[config.mk]
export PLATFORM = sky130hd
export DESIGN_NAME = display_timing_flat
export DESIGN_NICKNAME = d
export VERILOG_FILES = /design/src/hw/fb_ifs.sv /design/src/hw/display_timing.sv /design/src/flat_wrapper.sv
export VERILOG_INCLUDE_DIRS = /design/src /design/src/include
export SDC_FILE = /design/constraint.sdc
export NUM_CORES = 1
export LEC_CHECK = 0
export ABC_AREA = 1
export BUFFER_PORTS_ARGS = -buffer_cell sky130_fd_sc_hd__buf_4
export CAP_MARGIN = 20
export CORE_MARGIN = 2
export CORE_UTILIZATION = 40
export DETAILED_ROUTE_END_ITERATION = 12
export PLACE_DENSITY = 0.67
export SETUP_SLACK_MARGIN = 0.05
export SLEW_MARGIN = 10
export SYNTH_ARGS = -nofsm -noshare
export SYNTH_HDL_FRONTEND = slang
export SYNTH_SLANG_ARGS = --single-unit
[constraint.sdc]
create_clock -name clk_pix -period 1.32 [get_ports clk_pix]
set_input_delay 0 -clock clk_pix [delete_from_list [all_inputs] [get_ports clk_pix]]
set_output_delay 0 -clock clk_pix [all_outputs]
set_load 0.005 [all_outputs]
[src/include/fb_macros.svh]
/* framebuffer scaler constants
   raster geometry, framebuffer size, scale limit and APB address map */
`ifndef FB_MACROS_SVH
`define FB_MACROS_SVH

// horizontal raster in pixel clocks
`define FB_H_ACTIVE 32
`define FB_H_FP     2
`define FB_H_SYNC   4
`define FB_H_BP     2
`define FB_H_TOTAL  (`FB_H_ACTIVE + `FB_H_FP + `FB_H_SYNC + `FB_H_BP)

// vertical raster in lines
`define FB_V_ACTIVE 24
`define FB_V_FP     1
`define FB_V_SYNC   2
`define FB_V_BP     1
`define FB_V_TOTAL  (`FB_V_ACTIVE + `FB_V_FP + `FB_V_SYNC + `FB_V_BP)

`define FB_WIDTH     8   // source pixels per row
`define FB_HEIGHT    6   // source rows
`define FB_SCALE_MAX 4
`define FB_CORDW     6   // coordinate bits

// apb byte addresses, word stride
`define FB_ADDR_CTRL 12'h000
`define FB_ADDR_PAL  12'h040
`define FB_ADDR_FB   12'h100

`endif

[src/hw/fb_ifs.sv]
/* display and config interfaces
   raster position/sync bundle and APB-driven config bundle */
`default_nettype none
`include "fb_macros.svh"

interface disp_if;
    logic [`FB_CORDW-1:0] sx;  // horizontal position
    logic [`FB_CORDW-1:0] sy;  // vertical position
    logic de;      // active area
    logic hsync;   // active low
    logic vsync;   // active low
    logic line;    // one clock at end of active line
    logic frame;   // one clock on last blanking line

    modport timing (output sx, sy, de, hsync, vsync, line, frame);
    modport fetch  (input sx, sy, line, frame);
    modport paint  (input de, hsync, vsync);
endinterface


`default_nettype wire

[src/hw/display_timing.sv]
/* display timing generator
   pixel and line counters with syncs, data enable, line and frame pulses */
`default_nettype none
`include "fb_macros.svh"

module display_timing (
    input  wire logic clk_pix,
    input  wire logic arst_n,
    disp_if.timing    disp
);

    localparam logic [`FB_CORDW-1:0] h_act  = `FB_CORDW'(`FB_H_ACTIVE);
    localparam logic [`FB_CORDW-1:0] h_sync = `FB_CORDW'(`FB_H_ACTIVE + `FB_H_FP);
    localparam logic [`FB_CORDW-1:0] h_back = `FB_CORDW'(`FB_H_ACTIVE + `FB_H_FP + `FB_H_SYNC);
    localparam logic [`FB_CORDW-1:0] h_last = `FB_CORDW'(`FB_H_TOTAL - 1);
    localparam logic [`FB_CORDW-1:0] v_act  = `FB_CORDW'(`FB_V_ACTIVE);
    localparam logic [`FB_CORDW-1:0] v_sync = `FB_CORDW'(`FB_V_ACTIVE + `FB_V_FP);
    localparam logic [`FB_CORDW-1:0] v_back = `FB_CORDW'(`FB_V_ACTIVE + `FB_V_FP + `FB_V_SYNC);
    localparam logic [`FB_CORDW-1:0] v_last = `FB_CORDW'(`FB_V_TOTAL - 1);

    logic [`FB_CORDW-1:0] sx;
    logic [`FB_CORDW-1:0] sy;

    // raster counters, one pixel per clock
    always_ff @(posedge clk_pix or negedge arst_n) begin
        if (!arst_n) begin
            sx <= '0;
            sy <= '0;
        end else if (sx == h_last) begin  // end of line
            sx <= '0;
            sy <= (sy == v_last) ? '0 : sy + 1'b1;
        end else begin
            sx <= sx + 1'b1;
        end
    end

    // everything decoded straight from the counters
    always_comb begin
        disp.sx    = sx;
        disp.sy    = sy;
        disp.de    = (sx < h_act) && (sy < v_act);
        disp.hsync = !((sx >= h_sync) && (sx < h_back));  // active low
        disp.vsync = !((sy >= v_sync) && (sy < v_back));
        disp.line  = (sx == h_act);                 // every line, incl blanking
        disp.frame = (sy == v_last) && (sx == '0);  // start of last blank line
    end

endmodule

`default_nettype wire

[src/flat_wrapper.sv]
// flat-port wrapper written by rule: the top's interface ports become plain ports
module display_timing_flat 
  (clk_pix, arst_n, disp_sx, disp_sy, disp_de, disp_hsync, disp_vsync, disp_line, disp_frame);
  disp_if disp_i ();
  input  wire logic clk_pix;
  input  wire logic arst_n;
  output wire logic [$bits(disp_i.sx)-1:0] disp_sx;
  output wire logic [$bits(disp_i.sy)-1:0] disp_sy;
  output wire logic [$bits(disp_i.de)-1:0] disp_de;
  output wire logic [$bits(disp_i.hsync)-1:0] disp_hsync;
  output wire logic [$bits(disp_i.vsync)-1:0] disp_vsync;
  output wire logic [$bits(disp_i.line)-1:0] disp_line;
  output wire logic [$bits(disp_i.frame)-1:0] disp_frame;
  assign disp_sx = disp_i.sx;
  assign disp_sy = disp_i.sy;
  assign disp_de = disp_i.de;
  assign disp_hsync = disp_i.hsync;
  assign disp_vsync = disp_i.vsync;
  assign disp_line = disp_i.line;
  assign disp_frame = disp_i.frame;
  display_timing u_core (.clk_pix(clk_pix), .arst_n(arst_n), .disp(disp_i));
endmodule
==> results.yml, run 1 <==
job:
  drv_cap: 0
power_and_ir_drop:
  p_per_area_nw_per_um2: 522.3
  power.total_uw: 599.9
  ir_drop_mv: 0.3436
  leakage_nw: 0.5645
cts:
  cts-buffers-inserted: 3
  h-tree-depth: 1
  cts_tree: "built"
  cts_sinks: 12
  clk_pin_slew_ns: 0.07
  root_buffer: "clkbuf_4"
  cts_max_path_buffers: 2
  clock_latency_ns: 0.27
final_layout:
  syn_to_final_growth_pct: 58.28
  multi_input_area_um2: 432.9
  regArea_um2: 305.3
  antenna_cells: 0
  nNetsFinal: 144
  nFillCells: 154
  final_layout_size_suffix_gt1_share_pct: 46.67
floorplanning:
  fp.dieH_um: 46.60
  start_util_pct: 42.49
  dieArea_um2: 2171
  num_rows: 15
  core-area_um2: 1708
  io_pins: 19
  die_w_um: 46.60
min_path:
  min_path_type: "in2async"
timing:
  rsz0062_at_grt: "yes"
  finalSetupTns_ns: 0
  drv_slew: 0
  worst_pin_slew_ns: 0.2353
  clock_skew_ns: 0.004014
  hold_viol: 0
  hold_slack_ns: 0.1079
  period_share_pct: 98.83
  fmax_ghz: 0.7666
  setup_violations: 0
  final.min_clock_period_ns: 1.305
  slew_headroom_pct: 84.31
placed_design:
  port_buffers: 18
  hpwl_mm: 1.251
  gp_congestion: 0.7616
logic_synthesis:
  synthTopCellsByArea: "dfrtp_1, nand2_1, ha_1, inv_1, nand3_1"
  yosys.area.top_type: "dfrtp_1"
  ys_seq_area_share_pct: 41.38
  synth_edf_count: 0
  syn-num-nets: 102
  synthArstFlopShare_pct: 100.0
  synth_area_um2: 725.7
  yosysUniqueCellTypes: 16
  avgSynthCellArea_um2: 7.639
  yosys_warnings: 0
  synth-seq-cells: 12
  synthCells: 95
  synth_common_cells: "nand2_1, inv_1, dfrtp_1"
  synth.most_common_cell: "nand2_1"
  synthFlopType: "dfrtp_1"
  synth_top_area_share_pct: 41.38
worst_setup_path:
  worstSetupStartpointType: "flop"
  path_cells: "ha_2 -> nand3_2 -> nor2_4 -> buf_12 -> nand3_1 -> nand2_1 -> inv_1"
  path_delay_family: "simple AND/OR/NAND/NOR gates"
  end_kind: "flop"
  crit_buf_inv: 2
  cp_max_fo: 4
  regToRegStartpoint: "u_core.disp.sx[1]"
  max_stage_delay_ns: 0.41
  regToRegSetupSlack_ns: 0.02
  critPathKind: "reg2reg"
  cp.arrival_ns: 1.47
  r2r_end: "u_core.disp.sy[5]"
  slowest_stage: "dfrtp_1"
  worstRegToRegCells: 7
  required_ns: 1.49
routing:
  first_pass_iters: 4
  drt_iter0_markers: 6
  route.detailed.drc: 0
  post_drt_wl_per_cell_um: 12.31
  wl_mm: 1.969
  viasPerCell: 4.856
  dr_total_vias: 777
  ant_nets: 0
global_routing:
  grt_busiest_layer: "met2"
  grt.met1_usage_pct: 21.93
  grt_max_degree: 13
  grt_pass1_vias: 617
  grt_pass1_wl_mm: 2.746
  antenna_found_initial: 0
  grt_usage_pct: 18.79
  overflow: 0
  use_met3_pct: 3.529
  grtUsageMet2_pct: 32.78
status:
  status: "complete, no violations"
## cell usage in the layout (no fill, tap or decap), drive strengths merged
cell type and count:
a21oi 3, nor2 12, o21ai 4, inv 16, buf 36, ha 5
nand3 13, nand4 4, nand2 23, xor2 1, clkbuf 3, dlygate4sd3 1
dfrtp 12, nor3 2
## through the flow
stage	cell area, um2	instances	utilization (%)	setup slack, ns
3_5_place_dp	914.6	141	53.55	0.06536
4_1_cts	1028	152	60.22	-0.0001487
6_report	1149	160	67.25	0.01545
5_1_grt	1149	160	67.25	-0.06579
2_1_floorplan	725.7	95	-	0.1267
3_3_place_gp	914.6	141	53.55	0.1094
## registers in the layout, indices dropped and copies added (netlist names)
signal,flops
u_core.disp.sx,6
u_core.disp.sy,6
## where the power goes
part           internal, mW  switching (mW)
clock                 0.105           0.116
combinational       0.00396         0.00759
sequential            0.367               0
## worst max-delay path by stage
stage                            startpoint                 to  slack [ns]  cells past startpoint
after floorplan           u_core.disp.sx[0]  u_core.disp.sy[5]        0.13                      6
after CTS                 u_core.disp.sy[1]         disp_vsync     -0.0001                      6
after global placement    u_core.disp.sx[1]  u_core.disp.sy[5]        0.11                      6
final                     u_core.disp.sx[1]  u_core.disp.sy[5]        0.02                      7
after detailed placement  u_core.disp.sx[1]  u_core.disp.sy[5]        0.07                      6
after global routing      u_core.disp.sy[1]         disp_vsync       -0.07                      6
## metal layers
layer / vias up / wire (um)
li1: 386 / -
met1: 370 / 824
met2: 19 / 1055
met5: - / 0
met3: 2 / 77
met4: 0 / 12
## cells by family (layout without fill, tap and decap cells)
| group | after synthesis | in the layout | share of synthesized area [%] |
|---|---|---|---|
| AO/OA/AOI/OAI | 7 | 7 | 4.826 |
| adder cells (fa/ha/maj) | 5 | 5 | 8.621 |
| flip-flops | 12 | 12 | 41.38 |
| buffers and inverters | 16 | 56 | 8.276 |
| XOR/XNOR | 1 | 1 | 1.207 |
| AND/OR/NAND/NOR | 54 | 54 | 35.69 |
## area by class of cell
cell class,instances,share of cell area [%]
Sequential cell,12,26.58
Tap cell,25,2.723
Multi-Input combinational cell,67,37.69
Clock buffer,3,1.961
Timing Repair Buffer,37,25.60
Inverter,16,5.447
## timing repair
item	CTS	global route
resized for setup	12	12
endpoints found under the setup margin	4	11
setup buffers	7	8
hold buffers	1	0
endpoints found under the hold margin	12	0
pin swaps	1	4
(Power assumes the default switching activity.)
==> inputs of run 2 (changes only) <==
ABC_AREA = unset   (was 1)
PLACE_DENSITY = 0.68   (was 0.67)
==> run 2 against run 1 <==
Against the previous run: the flow now finishes with violations (negative setup slack); synthesized cell count is 22% lower; clock skew is 0.0023 ns lower; area after synthesis is 4.0% lower; core utilization is 7.1 points higher; hold slack worse by 0.0032 ns; register-to-register slack worse by 0.18 ns; highest routed layer unchanged.
==> results.yml, run 2 <==
routing:
  post_drt_wl_per_cell_um: 14.35
  wl_mm: 1.994
  ant_nets: 0
  viasPerCell: 5.360
  drt_iter0_markers: 12
  route.detailed.drc: 0
  first_pass_iters: 4
  dr_total_vias: 745
final_layout:
  layout_commonest_cell: "buf_4"
  final_cell_area_um2: 1256
  nNetsFinal: 131
  mostFrequentLayoutCells: "buf_4, dfrtp_1, buf_6"
  syn_to_final_growth_pct: 80.25
  top_regs: "u_core.disp.sx (6), u_core.disp.sy (6)"
  instances_no_fill: 139
  antenna_cells: 0
  final_layout_size_suffix_gt1_share_pct: 61.48
logic_synthesis:
  ys_seq_area_share_pct: 43.09
  synth_edf_count: 0
  yosys.area.top_type: "dfrtp_1"
  synth_common_cells: "dfrtp_1, inv_1, nand2_1"
  synthCells: 74
  synth_area_um2: 696.9
  synth-seq-cells: 12
  synth.most_common_cell: "dfrtp_1"
  synth_top_area_share_pct: 43.09
  yosysUniqueCellTypes: 29
  yosys_warnings: 0
  synthTopCellsByArea: "dfrtp_1, ha_1, inv_1, nand2_1, mux2i_1"
  avgSynthCellArea_um2: 9.418
  synthArstFlopShare_pct: 100.0
  synthFlopType: "dfrtp_1"
  syn-num-nets: 81
status:
  status: "finished, violations left"
  violations: "negative setup slack"
worst_setup_path:
  path_delay_family: "simple AND/OR/NAND/NOR gates"
  crit_buf_inv: 0
  cp.arrival_ns: 1.63
  critPathKind: "reg2reg"
  cp_max_fo: 5
  required_ns: 1.47
  max_stage_delay_ns: 0.44
  end_kind: "flop"
  worstSetupStartpointType: "flop"
  slowest_stage: "or3b_4"
  path_cells: "or3b_4 -> nor4_2 -> mux2_2"
floorplanning:
  io_pins: 19
  fp.dieH_um: 45.74
  dieArea_um2: 2092
  num_rows: 15
  die_w_um: 45.74
  start_util_pct: 41.26
  core-area_um2: 1689
global_routing:
  grt_usage_pct: 20.29
  grt_pass1_wl_mm: 3.022
  grt_pass1_vias: 714
  overflow: 0
  grt_max_degree: 13
  antenna_found_initial: 0
timing:
  finalSetupTns_ns: -1.078
  slew_headroom_pct: 85.12
  hold_slack_ns: 0.1047
  hold_viol: 0
  drv_slew: 0
  period_share_pct: 112.5
  rsz0062_at_grt: "yes"
  setup_violations: 12
  worst_pin_slew_ns: 0.2214
  clock_skew_ns: 0.001674
  setup_slack_ns: -0.1645
  fmax_ghz: 0.6736
  final.min_clock_period_ns: 1.484
cts:
  h-tree-depth: 1
  root_buffer: "clkbuf_4"
  cts_max_path_buffers: 2
  clock_latency_ns: 0.26
  cts_sinks: 12
  cts-buffers-inserted: 3
  clk_pin_slew_ns: 0.07
  cts_tree: "built"
job:
  drv_cap: 0
power_and_ir_drop:
  leakage_nw: 0.5891
  ir_drop_mv: 0.5011
  p_per_area_nw_per_um2: 476.4
placed_design:
  port_buffers: 18
  place_inst: 127
  hpwl_mm: 1.335
  place_area_um2: 1001
  pre_cts_ws_ns: -0.1947
  gp_congestion: 0.7593
min_path:
  min_path_type: "in2async"
==> run 2: worst paths after layout <==
check                             startpoint           endpoint  slack, ns  depth (start not counted)
max                        u_core.disp.sx[3]  u_core.disp.sy[5]      -0.16                          3
min                                   arst_n  u_core.disp.sy[0]       0.10                          2
max reg2reg                u_core.disp.sx[3]  u_core.disp.sy[5]      -0.16                          3
min reg2reg                u_core.disp.sy[4]  u_core.disp.sy[4]       0.60                          2
max in group asynchronous             arst_n  u_core.disp.sx[3]       1.06                          2
min in group clk_pix       u_core.disp.sy[4]  u_core.disp.sy[4]       0.60                          2
==> run 2: final cells by class <==
type / instances / area, um2
multi-input cells: 52 / 490.5
fillers: 123 / 432.9
repair buffers: 47 / 389.1
flip-flops and latches: 12 / 300.3
inverters: 8 / 32.53
clock buffers: 3 / 22.52
well taps: 17 / 21.27
==> run 2: through the flow <==
step	total power, mW	utilization (%)
after floorplan	0.3747	-
after global placement	0.3842	59.26
after detailed placement	0.3843	59.26
after CTS	0.6089	71.11
after global routing	0.6271	74.37
final	0.5985	74.37
==> run 2: routing by layer <==
metal,GRT usage (%),vias up,share of wire [%]
met5,0,-,0
met1,25.43,358,43
li1,-,363,-
met3,2.778,4,4.0
met4,10.86,0,1.3
met2,33.52,20,52
==> run 2: what timing repair did <==
action                                  4_1_cts  5_1_grt
hold buffers                                  1        0
endpoints found under the setup margin       12       16
pin swaps                                     5        4
hold endpoints to repair                     12        0
resized for setup                            33       11
setup buffers                                 7        3
==> run 2: logic make-up after synthesis <==
group / count (synthesis) / synth area share (%)
and+or+nand+nor: 25 / 18.67
AOI/OAI and AO/OA: 15 / 14.18
DFF: 12 / 43.09
buffers and inverters: 10 / 5.564
adders and majority gates: 5 / 8.977
xor gates and xnor gates: 4 / 5.028
muxes: 3 / 4.488
==> run 2: where the power goes <==
group          internal [mW]  switching (mW)
Combinational        0.00396         0.00749
Sequential             0.367               0
Clock                  0.105           0.114
Total                  0.477           0.122
